$ cat src/source/centipede_io_pkg.sv
//============================================================
// byte address is the 14-bit game cpu address
// region value is address bits 13 to 10
//============================================================
package centipede_io_pkg;

	// bus widths
	localparam int ADDR_W = 14;
	localparam int DATA_W = 8;

	// region field taken from the top address bits
	localparam int REGION_W = 4;

	// axi response code, only OKAY is ever returned
	localparam logic [1:0] RESP_OKAY = 2'b00;

	// region values, base address in brackets
	// option switches (0x0800)
	localparam logic [REGION_W-1:0] REGION_SWITCH = 4'd2;
	// player inputs and joystick (0x0C00)
	localparam logic [REGION_W-1:0] REGION_PLAYER = 4'd3;
	// earom block (0x1400), needs address bit 9 as well
	localparam logic [REGION_W-1:0] REGION_EAROM = 4'd5;
	// addressable output latch (0x1C00)
	localparam logic [REGION_W-1:0] REGION_OUTLATCH = 4'd7;
	// trakball steering clear (0x2400)
	localparam logic [REGION_W-1:0] REGION_STEERCLR = 4'd9;

	// earom sub-select on address bits 8 to 7
	// address/data latch at 0x1600
	localparam logic [1:0] EA_SEL_ADDR = 2'b00;
	// control latch at 0x1680
	localparam logic [1:0] EA_SEL_CTRL = 2'b01;
	// read port at 0x1700
	localparam logic [1:0] EA_SEL_READ = 2'b10;

	// earom store
	localparam int EA_ADDR_W = 6;
	localparam int EA_DEPTH = 64;

	// trakball axis counter and its input synchronizer
	localparam int TB_CTR_W = 4;
	localparam int SYNC_STAGES = 2;

endpackage
$ cat src/source/centipede_io_top.sv
//============================================================
// axi byte address is the game cpu address, 8-bit data only
//============================================================
`timescale 1ns/1ps

module centipede_io_top (
	input  logic                                  s_6mhz,
	input  logic                                  reset,
	input  logic [centipede_io_pkg::ADDR_W-1:0]   s_awaddr_i,
	input  logic                                  s_awvalid_i,
	output logic                                  s_awready_o,
	input  logic [centipede_io_pkg::DATA_W-1:0]   s_wdata_i,
	input  logic                                  s_wvalid_i,
	output logic                                  s_wready_o,
	output logic [1:0]                            s_bresp_o,
	output logic                                  s_bvalid_o,
	input  logic                                  s_bready_i,
	input  logic [centipede_io_pkg::ADDR_W-1:0]   s_araddr_i,
	input  logic                                  s_arvalid_i,
	output logic                                  s_arready_o,
	output logic [centipede_io_pkg::DATA_W-1:0]   s_rdata_o,
	output logic [1:0]                            s_rresp_o,
	output logic                                  s_rvalid_o,
	input  logic                                  s_rready_i,
	input  logic [9:0]                            playerinput_i,
	input  logic [7:0]                            trakball_i,
	input  logic [7:0]                            joystick_i,
	input  logic [7:0]                            sw1_i,
	input  logic [7:0]                            sw2_i,
	input  logic                                  vblank_i,
	output logic                                  flip_o,
	output logic [3:0]                            led_o,
	output logic [2:0]                            coin_ctr_o
);

	logic [centipede_io_pkg::ADDR_W-1:0] bus_addr;
	logic [centipede_io_pkg::DATA_W-1:0] bus_wdata;
	logic [centipede_io_pkg::DATA_W-1:0] bus_rdata;
	logic bus_wr;
	logic bus_rd;
	logic out_wr;
	logic steer_clr;
	logic ea_addr_wr;
	logic ea_ctrl_wr;
	logic player_sel;
	logic [centipede_io_pkg::DATA_W-1:0] player_rdata;
	logic [centipede_io_pkg::DATA_W-1:0] ea_rdata;

	axil_bus_slave u_axil (
		.s_6mhz      (s_6mhz),
		.reset       (reset),
		.s_awaddr_i  (s_awaddr_i),
		.s_awvalid_i (s_awvalid_i),
		.s_awready_o (s_awready_o),
		.s_wdata_i   (s_wdata_i),
		.s_wvalid_i  (s_wvalid_i),
		.s_wready_o  (s_wready_o),
		.s_bresp_o   (s_bresp_o),
		.s_bvalid_o  (s_bvalid_o),
		.s_bready_i  (s_bready_i),
		.s_araddr_i  (s_araddr_i),
		.s_arvalid_i (s_arvalid_i),
		.s_arready_o (s_arready_o),
		.s_rdata_o   (s_rdata_o),
		.s_rresp_o   (s_rresp_o),
		.s_rvalid_o  (s_rvalid_o),
		.s_rready_i  (s_rready_i),
		.bus_addr_o  (bus_addr),
		.bus_wdata_o (bus_wdata),
		.bus_wr_o    (bus_wr),
		.bus_rd_o    (bus_rd),
		.bus_rdata_i (bus_rdata)
	);

	io_bus_decode u_decode (
		.bus_addr_i     (bus_addr),
		.bus_wr_i       (bus_wr),
		.bus_rd_i       (bus_rd),
		.bus_rdata_o    (bus_rdata),
		.out_wr_o       (out_wr),
		.steer_clr_o    (steer_clr),
		.ea_addr_wr_o   (ea_addr_wr),
		.ea_ctrl_wr_o   (ea_ctrl_wr),
		.player_sel_o   (player_sel),
		.player_rdata_i (player_rdata),
		.ea_rdata_i     (ea_rdata)
	);

	player_io u_player (
		.s_6mhz         (s_6mhz),
		.reset          (reset),
		.out_wr_i       (out_wr),
		.steer_clr_i    (steer_clr),
		.bus_addr_i     (bus_addr),
		.bus_wdata_i    (bus_wdata),
		.player_sel_i   (player_sel),
		.player_rdata_o (player_rdata),
		.playerinput_i  (playerinput_i),
		.trakball_i     (trakball_i),
		.joystick_i     (joystick_i),
		.sw1_i          (sw1_i),
		.sw2_i          (sw2_i),
		.vblank_i       (vblank_i),
		.flip_o         (flip_o),
		.led_o          (led_o),
		.coin_ctr_o     (coin_ctr_o)
	);

	// earom only sees the low address bits
	earom_store u_earom (
		.s_6mhz       (s_6mhz),
		.reset        (reset),
		.ea_addr_wr_i (ea_addr_wr),
		.ea_ctrl_wr_i (ea_ctrl_wr),
		.bus_addr_i   (bus_addr[centipede_io_pkg::EA_ADDR_W-1:0]),
		.bus_wdata_i  (bus_wdata),
		.ea_rdata_o   (ea_rdata)
	);

endmodule

$ cat src/source/earom_store.sv
//============================================================
// store is written every cycle while cs and write are latched
// data bit 0 of the control (earom clock) has no effect here
//============================================================
`timescale 1ns/1ps

module earom_store (
	input  logic                                    s_6mhz,
	input  logic                                    reset,
	input  logic                                    ea_addr_wr_i,
	input  logic                                    ea_ctrl_wr_i,
	input  logic [centipede_io_pkg::EA_ADDR_W-1:0]  bus_addr_i,
	input  logic [centipede_io_pkg::DATA_W-1:0]     bus_wdata_i,
	output logic [centipede_io_pkg::DATA_W-1:0]     ea_rdata_o
);

	logic [centipede_io_pkg::DATA_W-1:0] mem [centipede_io_pkg::EA_DEPTH];
	logic [centipede_io_pkg::EA_ADDR_W-1:0] ea_addr;
	logic [centipede_io_pkg::DATA_W-1:0] ea_data;
	// cs from data bit 3
	logic ea_cs;
	// erase from data bit 2
	logic ea_erase;
	// inverse of data bit 1, low means write
	logic ea_wr_n;

	// address/data and control latches
	always_ff @(posedge s_6mhz or posedge reset)
	begin
		if (reset)
		begin
			ea_addr <= '0;
			ea_data <= '0;
			ea_cs <= 1'b0;
			ea_erase <= 1'b0;
			ea_wr_n <= 1'b1;
		end
		else
		begin
			if (ea_addr_wr_i)
			begin
				ea_addr <= bus_addr_i;
				ea_data <= bus_wdata_i;
			end
			if (ea_ctrl_wr_i)
			begin
				ea_cs <= bus_wdata_i[3];
				ea_erase <= bus_wdata_i[2];
				ea_wr_n <= ~bus_wdata_i[1];
			end
		end
	end

	// write or erase
	always_ff @(posedge s_6mhz)
	begin
		if (ea_cs & ~ea_wr_n)
			mem[ea_addr] <= ea_erase ? '0 : ea_data;
	end

	// read mode refreshes the output register every cycle
	always_ff @(posedge s_6mhz or posedge reset)
	begin
		if (reset)
			ea_rdata_o <= '0;
		else if (ea_cs & ea_wr_n)
			ea_rdata_o <= mem[ea_addr];
	end

endmodule

$ cat src/source/player_io.sv
//============================================================
// flip selects the player-one trakball bits, else player two
// read data is zero unless player_sel_i is set
//============================================================
`timescale 1ns/1ps

module player_io (
	input  logic                                  s_6mhz,
	input  logic                                  reset,
	input  logic                                  out_wr_i,
	input  logic                                  steer_clr_i,
	input  logic [centipede_io_pkg::ADDR_W-1:0]   bus_addr_i,
	input  logic [centipede_io_pkg::DATA_W-1:0]   bus_wdata_i,
	input  logic                                  player_sel_i,
	output logic [centipede_io_pkg::DATA_W-1:0]   player_rdata_o,
	input  logic [9:0]                            playerinput_i,
	input  logic [7:0]                            trakball_i,
	input  logic [7:0]                            joystick_i,
	input  logic [7:0]                            sw1_i,
	input  logic [7:0]                            sw2_i,
	input  logic                                  vblank_i,
	output logic                                  flip_o,
	output logic [3:0]                            led_o,
	output logic [2:0]                            coin_ctr_o
);

	logic [7:0] out_latch;
	logic [centipede_io_pkg::REGION_W-1:0] region;
	logic h_ck;
	logic h_dir_in;
	logic v_ck;
	logic v_dir_in;
	logic [centipede_io_pkg::TB_CTR_W-1:0] h_count;
	logic [centipede_io_pkg::TB_CTR_W-1:0] v_count;
	logic h_dir;
	logic v_dir;

	// addressable latch, bit 7 of the data goes to latch bit a2..a0
	always_ff @(posedge s_6mhz or posedge reset)
	begin
		if (reset)
			out_latch <= '0;
		else if (out_wr_i)
			out_latch[bus_addr_i[2:0]] <= bus_wdata_i[7];
	end

	// 7 flip, 6..3 leds 4..1, 2..0 coin counters r c l
	assign flip_o = out_latch[7];
	assign led_o = out_latch[6:3];
	assign coin_ctr_o = out_latch[2:0];

	// trakball_i: 7/6 h dir, 5/4 h ck, 3/2 v dir, 1/0 v ck (p1/p2)
	assign h_dir_in = flip_o ? trakball_i[7] : trakball_i[6];
	assign h_ck = flip_o ? trakball_i[5] : trakball_i[4];
	assign v_dir_in = flip_o ? trakball_i[3] : trakball_i[2];
	assign v_ck = flip_o ? trakball_i[1] : trakball_i[0];

	trakball_counter u_tb_horiz (
		.s_6mhz  (s_6mhz),
		.reset   (reset),
		.ck_i    (h_ck),
		.dir_i   (h_dir_in),
		.clr_i   (steer_clr_i),
		.count_o (h_count),
		.dir_o   (h_dir)
	);

	trakball_counter u_tb_vert (
		.s_6mhz  (s_6mhz),
		.reset   (reset),
		.ck_i    (v_ck),
		.dir_i   (v_dir_in),
		.clr_i   (steer_clr_i),
		.count_o (v_count),
		.dir_o   (v_dir)
	);

	assign region = bus_addr_i[centipede_io_pkg::ADDR_W-1 -: centipede_io_pkg::REGION_W];

	// read formatting
	always_comb
	begin
		player_rdata_o = '0;
		if (player_sel_i)
		begin
			if (region == centipede_io_pkg::REGION_SWITCH)
				player_rdata_o = bus_addr_i[0] ? sw2_i : sw1_i;
			else
			begin
				case (bus_addr_i[1:0])
					// h dir, vblank, self test, cocktail, h count
					2'd0: player_rdata_o = {h_dir, vblank_i, playerinput_i[6:5], h_count};
					// coins r c l, slam, fire2, fire1, start2, start1
					2'd1: player_rdata_o = {playerinput_i[9:7], playerinput_i[4],
						playerinput_i[1:0], playerinput_i[3:2]};
					2'd2: player_rdata_o = {v_dir, 3'b000, v_count};
					default: player_rdata_o = joystick_i;
				endcase
			end
		end
	end

endmodule

$ cat src/source/trakball_counter.sv
//============================================================
// ck and dir are asynchronous, counts 2 to 3 cycles after ck
//============================================================
`timescale 1ns/1ps

module trakball_counter (
	input  logic                                  s_6mhz,
	input  logic                                  reset,
	input  logic                                  ck_i,
	input  logic                                  dir_i,
	input  logic                                  clr_i,
	output logic [centipede_io_pkg::TB_CTR_W-1:0] count_o,
	output logic                                  dir_o
);

	localparam int LAST = centipede_io_pkg::SYNC_STAGES - 1;

	logic [LAST:0] ck_sync;
	logic [LAST:0] dir_sync;
	logic ck_last;
	logic ck_rise;

	assign ck_rise = ck_sync[LAST] & ~ck_last;

	always_ff @(posedge s_6mhz or posedge reset)
	begin
		if (reset)
		begin
			ck_sync <= '0;
			dir_sync <= '0;
			ck_last <= 1'b0;
			count_o <= '0;
			dir_o <= 1'b0;
		end
		else
		begin
			ck_sync <= {ck_sync[LAST-1:0], ck_i};
			dir_sync <= {dir_sync[LAST-1:0], dir_i};
			ck_last <= ck_sync[LAST];
			// direction from the previous ck edge decides this step
			if (clr_i)
				count_o <= '0;
			else if (ck_rise)
				count_o <= dir_o ? count_o + 1'b1 : count_o - 1'b1;
			if (ck_rise)
				dir_o <= dir_sync[LAST];
		end
	end

endmodule

$ cat src/source/io_bus_decode.sv
//============================================================
// region decode on address bits 13 to 10
// unmapped reads return zero
//============================================================
`timescale 1ns/1ps

module io_bus_decode (
	input  logic [centipede_io_pkg::ADDR_W-1:0]   bus_addr_i,
	input  logic                                  bus_wr_i,
	input  logic                                  bus_rd_i,
	output logic [centipede_io_pkg::DATA_W-1:0]   bus_rdata_o,
	output logic                                  out_wr_o,
	output logic                                  steer_clr_o,
	output logic                                  ea_addr_wr_o,
	output logic                                  ea_ctrl_wr_o,
	output logic                                  player_sel_o,
	input  logic [centipede_io_pkg::DATA_W-1:0]   player_rdata_i,
	input  logic [centipede_io_pkg::DATA_W-1:0]   ea_rdata_i
);

	logic [centipede_io_pkg::REGION_W-1:0] region;
	logic [1:0] ea_sel;
	logic ea_hit;
	logic ea_read;

	assign region = bus_addr_i[centipede_io_pkg::ADDR_W-1 -: centipede_io_pkg::REGION_W];

	// earom lives in the upper half of its region
	assign ea_hit = (region == centipede_io_pkg::REGION_EAROM) & bus_addr_i[9];
	assign ea_sel = bus_addr_i[8:7];
	assign ea_read = ea_hit & (ea_sel == centipede_io_pkg::EA_SEL_READ);

	// write strobes, one cycle like bus_wr_i
	assign out_wr_o = bus_wr_i & (region == centipede_io_pkg::REGION_OUTLATCH);
	assign steer_clr_o = bus_wr_i & (region == centipede_io_pkg::REGION_STEERCLR);
	assign ea_addr_wr_o = bus_wr_i & ea_hit & (ea_sel == centipede_io_pkg::EA_SEL_ADDR);
	assign ea_ctrl_wr_o = bus_wr_i & ea_hit & (ea_sel == centipede_io_pkg::EA_SEL_CTRL);

	// switch and player regions both read through player_io
	assign player_sel_o = (region == centipede_io_pkg::REGION_SWITCH) |
		(region == centipede_io_pkg::REGION_PLAYER);

	// read data back to the slave in the strobe cycle
	always_comb
	begin
		bus_rdata_o = '0;
		if (bus_rd_i)
		begin
			if (player_sel_o)
				bus_rdata_o = player_rdata_i;
			else if (ea_read)
				bus_rdata_o = ea_rdata_i;
		end
	end

endmodule

$ cat src/source/axil_bus_slave.sv
//============================================================
// one transaction at a time, read wins over a same-edge write
// no write strobes or protection, responses always OKAY
//============================================================
`timescale 1ns/1ps

module axil_bus_slave (
	input  logic                                  s_6mhz,
	input  logic                                  reset,
	input  logic [centipede_io_pkg::ADDR_W-1:0]   s_awaddr_i,
	input  logic                                  s_awvalid_i,
	output logic                                  s_awready_o,
	input  logic [centipede_io_pkg::DATA_W-1:0]   s_wdata_i,
	input  logic                                  s_wvalid_i,
	output logic                                  s_wready_o,
	output logic [1:0]                            s_bresp_o,
	output logic                                  s_bvalid_o,
	input  logic                                  s_bready_i,
	input  logic [centipede_io_pkg::ADDR_W-1:0]   s_araddr_i,
	input  logic                                  s_arvalid_i,
	output logic                                  s_arready_o,
	output logic [centipede_io_pkg::DATA_W-1:0]   s_rdata_o,
	output logic [1:0]                            s_rresp_o,
	output logic                                  s_rvalid_o,
	input  logic                                  s_rready_i,
	output logic [centipede_io_pkg::ADDR_W-1:0]   bus_addr_o,
	output logic [centipede_io_pkg::DATA_W-1:0]   bus_wdata_o,
	output logic                                  bus_wr_o,
	output logic                                  bus_rd_o,
	input  logic [centipede_io_pkg::DATA_W-1:0]   bus_rdata_i
);

	logic busy;
	logic wr_ready;
	logic rd_go;
	logic wr_go;

	// busy from the handshake until the response is taken
	assign busy = bus_wr_o | bus_rd_o | s_bvalid_o | s_rvalid_o;

	assign s_arready_o = ~busy;
	// write side steps back while a read address is offered
	assign wr_ready = ~busy & ~s_arvalid_i;
	assign s_awready_o = wr_ready;
	assign s_wready_o = wr_ready;

	assign rd_go = s_arvalid_i & ~busy;
	// address and data must both be there
	assign wr_go = s_awvalid_i & s_wvalid_i & wr_ready;

	assign s_bresp_o = centipede_io_pkg::RESP_OKAY;
	assign s_rresp_o = centipede_io_pkg::RESP_OKAY;

	// one-cycle bus strobes and response valids
	always_ff @(posedge s_6mhz or posedge reset)
	begin
		if (reset)
		begin
			bus_wr_o <= 1'b0;
			bus_rd_o <= 1'b0;
			s_bvalid_o <= 1'b0;
			s_rvalid_o <= 1'b0;
		end
		else
		begin
			bus_wr_o <= wr_go;
			bus_rd_o <= rd_go;
			// write lands with the strobe, response follows it
			if (bus_wr_o)
				s_bvalid_o <= 1'b1;
			else if (s_bready_i)
				s_bvalid_o <= 1'b0;
			// read data captured on the strobe edge
			if (bus_rd_o)
				s_rvalid_o <= 1'b1;
			else if (s_rready_i)
				s_rvalid_o <= 1'b0;
		end
	end

	// address, write data and read data
	always_ff @(posedge s_6mhz)
	begin
		if (rd_go)
			bus_addr_o <= s_araddr_i;
		else if (wr_go)
		begin
			bus_addr_o <= s_awaddr_i;
			bus_wdata_o <= s_wdata_i;
		end
		// held stable while rvalid waits on rready
		if (bus_rd_o)
			s_rdata_o <= bus_rdata_i;
	end

endmodule

$ cat config.mk
export PLATFORM = sky130hd
export DESIGN_NAME = centipede_io_top
export DESIGN_NICKNAME = d
export VERILOG_FILES = /design/src/source/centipede_io_pkg.sv /design/src/source/centipede_io_top.sv /design/src/source/earom_store.sv /design/src/source/player_io.sv /design/src/source/trakball_counter.sv /design/src/source/io_bus_decode.sv /design/src/source/axil_bus_slave.sv
export SDC_FILE = /design/constraint.sdc
export NUM_CORES = 1
export LEC_CHECK = 0
export BUFFER_PORTS_ARGS = -buffer_cell sky130_fd_sc_hd__buf_2
export CORE_MARGIN = 4
export CORE_UTILIZATION = 30
export CTS_CLUSTER_SIZE = 20
export DETAILED_ROUTE_END_ITERATION = 10
export SYNTH_ARGS = -nofsm -noshare
export SYNTH_HDL_FRONTEND = slang
export SYNTH_SLANG_ARGS = --single-unit
$ cat constraint.sdc
create_clock -name s_6mhz -period 4.2 [get_ports s_6mhz]
set_input_delay 0.63 -clock s_6mhz [delete_from_list [all_inputs] [get_ports s_6mhz]]
set_output_delay 0.63 -clock s_6mhz [all_outputs]
set_load 0.03 [all_outputs]
# Word level (Yosys, flattened, before mapping)
# Memories as Yosys holds them, arrays and structs flattened. A register that Yosys moved wholly into a read port is not among the register bits.
# Cells that the tools add are included.
# word_totals
ff_bits	79
memories	1
input_bits	86
latchBits	0
ram_bits	512
mem_bits_ro	0
# op_classes
n_addsub	4
n_eq_ne	9
multipliers	0
n_shift	0
reduce_logical	9
magnitude_cmp	2
div_mod_pow	0
n_bitwise	26
muxes	27
# memory_table
memory	depth	width	rd	rd_clocked_by_memory_dff	wr	line_no	source
u_earom.mem	64	8	1	1	1	earom_store.sv:17	logic [centipede_io_pkg::DATA_W-1:0] mem [centipede_io_pkg::EA_DEPTH];
# ops
op	n
$mux 8	5
$mux 14	2
$mux 4	6
$pmux 8 s3	1
$and 1x1->1	15
$mux 1	11
$reduce_bool 2->1	5
$add 4x1->4 const B	2
$bwmux 8	1
$eq 4x2->1 const B	2
$eq 4x3->1 const B	2
$sub 4x1->4 const B	2
$not 1->1	7
$eq 2x1->1 const B	2
$eq 2x2->1 const B	2
$eq 4x4->1 const B	1
$logic_not 2->1	2
$lt 3x4->1 const B	1
$or 1x1->1	4
$demux 1 s3	1
$ge 3x1->1 const B	1
$reduce_and 2->1	1
$logic_and 1x1->1	1

# Longest topological paths before layout
# depth
depth_word	8
depth_mapped	10
ltp_nobuf	8

# Modules after synthesis
# A second synthesis with hierarchy kept.
# hier_totals
hier_cells	1444
hier_area_um2	24499.7
# modules_own_cells
module	area_per_inst_um2	cells_each	n_inst
earom_store	21131.5	1191	1
axil_bus_slave	1327.5	69	1
player_io	869.6	74	1
trakball_counter	431.7	36	2
io_bus_decode	307.8	38	1

# Worst setup path after synthesis
# OpenSTA, ideal clock, no wires.
# synth_path
path_type	flip-flop to output port
startpoint	reg u_axil.bus_rd_o
endpoint	out s_wready_o
required_time_ps	3570
path_stages_with_launch	4
arrival_ps	2528
setup_slack_ps	1042
path_cell_list	dfrtp_1 nor4_1 nor2b_1 buf_4
# synth_via
elab_chain_len	5
# synth_lines
element	line_no	source
start, declared	axil_bus_slave.sv:29	output logic bus_rd_o,
start signal, assigned	axil_bus_slave.sv:67	bus_rd_o <= rd_go;
$or 1x1->1 (3 in series)	axil_bus_slave.sv:39	assign busy = bus_wr_o | bus_rd_o | s_bvalid_o | s_rvalid_o;
$not 1->1	n/a	
via s_arready_o	centipede_io_top.sv:20	output logic s_arready_o,
$and 1x1->1	axil_bus_slave.sv:43	assign wr_ready = ~busy & ~s_arvalid_i;
end, declared	centipede_io_top.sv:14	output logic s_wready_o,
# The timed path passes the listed nets, and every way through them passes these cells.

# Worst setup path in the final report
# layout_path
startpoint	reg u_earom.ea_addr[2] (netlist name)
endpoint	mem u_earom.mem[15][3] (netlist name), enable pin
# layout_lines
element	line_no	source
start, declared	earom_store.sv:18	logic [centipede_io_pkg::EA_ADDR_W-1:0] ea_addr;
start signal, assigned	earom_store.sv:42	ea_addr <= bus_addr_i;
end, declared	earom_store.sv:17	
# Straight into the memory's write port.

==> flow_metrics.py <==
metrics = {
    "pwr": {
        "p_int_w": 0.00977,
        "seqPwrFrac_pct": 53.4,
        "power_frac_comb_pct": 7.4,
        "fin_total_pwr_w": 0.0127,
        "swShare_pct": 23.0,
        "vdd_ir_drop_max_v": 0.000358,
        "power.share.clock_pct": 39.3,
        "p_leak_nw": 9.94,
        "power_switching_w": 0.00291,
        "power.density_mw_per_mm2": 457,
    },
    "routing": {
        "wire_per_inst_um": 23.3,
        "drt_iter0_markers": 1247,
        "wl_met2_um": 30000,
        "wirelength_um": 62200,
        "met3WireLength_um": 4830,
        "vias_per_cell": 5.08,
        "antenna_left": 0,
        "top_layer_used": "met4",
        "drc": 0,
        "drt-met1-wl_um": 25100,
        "drt_first_pass_iters": 5,
        "via_count": 13532,
    },
    "global_routing": {
        "first_global_vias": 13914,
        "grt_max_degree": 65,
        "grt_pass1_wl_um": 91500,
        "grtUsageTotal_pct": 14.2,
        "grt_antenna_before_repair": 0,
        "overflow": 0,
    },
    "logic_synthesis": {
        "yosys.area_share.xor_xnor_pct": 0.292,
        "ys.flop_type": "edfxtp_1",
        "synthAdderAreaFrac_pct": 0.375,
        "synthesis.area_sq_mm": 0.0240,
        "syn-mean-instance-area_sq_um": 16.9,
        "async_flop_share_pct": 9.53,
        "synthTopCellsByCount": "edfxtp_1 (541), nor2_1 (115), mux2i_1 (106)",
        "synthCells": 1419,
        "synth-edff-count": 541,
        "synth_top_area_share_pct": 67.7,
        "yosysUniqueCellTypes": 66,
        "yosys_warnings": 0,
        "post-synth-top-count-cell": "edfxtp_1",
        "synth-compound-area-share_pct": 7.45,
        "yosysTopAreaCell": "edfxtp_1",
        "synth_top_family_by_area": "multiplexers",
        "ys_ff_latch": 598,
        "synthSimpleGateAreaFrac_pct": 4.58,
        "synth_seq_area_share_pct": 73.6,
        "synth_mux_area_share_pct": 11.3,
        "synth.area.top_cells": "edfxtp_1 (68%), dfrtp_1 (5.8%), mux2i_1 (4.4%)",
    },
    "clocking": {
        "insertion_delay_ps": 620,
        "cts_tree": "done",
        "post_cts.repair.setup_buffers": 0,
        "root_buffer": "clkbuf_16",
        "clockBufferDepth": 3,
        "clock-sinks": 598,
        "cts-buffers-inserted": 58,
        "cts_max_level": 2,
        "clk_pin_slew_worst_paths_ps": 60,
        "post_cts_resized": 0,
        "cts_hold_buffers": 0,
    },
    "placed_design": {
        "numPortBuffers": 104,
        "gp_congestion": 0.850,
        "placed_area_sq_mm": 0.0259,
        "dpl.hpwl_um": 39900,
    },
    "critical_path": {
        "crit_path_end_kind": "flip-flop",
        "arrival_ps": 3410,
        "cp_max_fo": 51,
        "crit_family": "simple AND/OR/NAND/NOR gates",
        "max_stage_delay_ps": 990,
        "critPathBufInv": 0,
        "crit_slowest_cell": "nor2_1",
        "crit_chain": "and3_1 -> nand2_1 -> nor2_1",
        "worstSetupPathType": "reg2reg",
        "crit_required_ps": 4410,
        "setup.worst_path.start_class": "flip-flop",
    },
    "cells_and_area": {
        "fin_area_sq_mm": 0.0278,
        "drive_gt1_share_pct": 24.0,
        "fin_nets": 1661,
        "area_delta_synth_final_pct": 15.6,
        "final_util_pct": 35.1,
        "antennaDiodeCount": 0,
    },
    "sta": {
        "hold_violations": 0,
        "grt_setup_unrepaired": "false",
        "tightest_slew_ps": 1210,
        "skew_ps": 32.3,
        "fin_crit_sh_pct": 76.0,
        "setup-violations-final": 0,
        "hold-worst-slack_ps": 125,
        "maxSlewHeadroom_pct": 19.4,
        "max_freq_ghz": 0.313,
        "min_period_ps": 3190,
        "maxSlewViolCount": 0,
        "tns_ps": 0,
    },
    "die": {
        "die_h_um": 291,
        "initial_utilization_pct": 30.3,
        "dieArea_sq_mm": 0.0846,
        "pin_count": 111,
        "row_count": 103,
        "fp.coreArea_sq_mm": 0.0791,
        "dieWidth_um": 291,
    },
    "run": {
        "cap_violations": 0,
    },
    "run_status": {
        "run_status": "finished, final reports clean",
    },
    "hold_path": {
        "hp-class": "in2async",
    },
}
-- flip-flops by register name (all words and copies together), names as in the netlist, 4 cells and up --
register / cells
u_axil.bus_addr_o: 13
u_axil.bus_wdata_o: 8
u_axil.s_rdata_o: 8
u_earom.ea_addr: 6
u_earom.ea_data: 8
u_earom.ea_rdata_o: 8
u_earom.mem: 512
u_player.out_latch: 8
u_player.u_tb_horiz.count_o: 4
u_player.u_tb_vert.count_o: 4
-- path summary, 6_finish.rpt --
check                                               start                              end  slack, ps  cells past startpoint
max reg2reg                            u_earom.ea_addr[2]               u_earom.mem[15][3]       1010                      3
max                                    u_earom.ea_addr[2]               u_earom.mem[15][3]       1010                      3
min                                                 reset  u_player.u_tb_horiz.dir_sync[0]        120                      2
min in group s_6mhz                          s_wdata_i[0]            u_axil.bus_wdata_o[0]        210                      1
min reg2reg                u_player.u_tb_horiz.ck_sync[0]   u_player.u_tb_horiz.ck_sync[1]        350                      0
max in group asynchronous                           reset                  u_earom.ea_wr_n       3170                      3
-- worst register-to-register path, stage by stage (launching register included) --
cell and delay [ps]:
dfrtp_4 960, and3_1 380, nand2_1 470, nor2_1 990
-- cell usage in the layout (no fill, tap or decap), types with 6 or more instances in the layout --
cell type / Yosys / routed
mux2_2: 63 / 63
nor2b_4: 0 / 8
a21oi_1: 34 / 34
nor2b_1: 18 / 9
buf_2: 28 / 104
edfxtp_1: 541 / 541
a221oi_1: 42 / 42
a22oi_1: 59 / 59
mux4_2: 38 / 38
nor2_1: 115 / 114
nand2_1: 53 / 53
clkinv_1: 0 / 16
xnor2_1: 6 / 6
clkbuf_1: 28 / 6
clkbuf_16: 0 / 59
mux2i_1: 106 / 106
a211oi_1: 7 / 7
and2_1: 6 / 6
o21ai_1: 7 / 7
nand3_1: 15 / 15
inv_1: 9 / 8
buf_4: 13 / 71
dfrtp_1: 56 / 53
o22ai_1: 16 / 16
o21ai_0: 32 / 32
clkinv_2: 0 / 16
o211ai_1: 12 / 12
o32a_1: 6 / 6
a31oi_1: 9 / 9
mux2_1: 6 / 6
-- layer usage --
| layer | vias up | global-route usage, % |
|---|---|---|
| met3 | 122 | 3.28 |
| met1 | 6969 | 18.5 |
| met4 | 0 | 5.17 |
| met2 | 513 | 23.3 |
| li1 | 5928 | - |
| met5 | - | 0 |
-- layout make-up --
| type | count | area, sq um |
|---|---|---|
| clock inverters | 39 | 279 |
| flip-flops and latches | 598 | 17700 |
| clock buffers | 67 | 1530 |
| well taps | 1050 | 1310 |
| inverters | 10 | 37.5 |
| multi-input cells | 725 | 5840 |
| fillers | 7511 | 51400 |
| repair buffers | 176 | 1070 |
-- through the flow --
step,cells,worst slack [ps]
after floorplan,1422,1040
after global placement,2559,1040
after detailed placement,2559,1060
after CTS,2665,1050
after global routing,2665,935
final,2665,1010
-- cells by family after synthesis --
logic type / count (synthesis)
other: 1
AND/OR/NAND/NOR: 242
buffers and inverters: 99
AO/OA/AOI/OAI: 251
adder cells (fa/ha/maj): 6
multiplexers: 214
XOR/XNOR: 8
flip-flops: 598
-- power groups by stage --
stage / registers (W) / clock network (W) / logic (W)
2_1_floorplan: 0.00686 / 0 / 0.000651
3_3_place_gp: 0.00689 / 0 / 0.000908
3_5_place_dp: 0.00690 / 0 / 0.000940
4_1_cts: 0.00677 / 0.00506 / 0.000942
5_1_grt: 0.00679 / 0.00530 / 0.00101
6_report: 0.00677 / 0.00498 / 0.000934
Power figures use the tool's default switching activity.
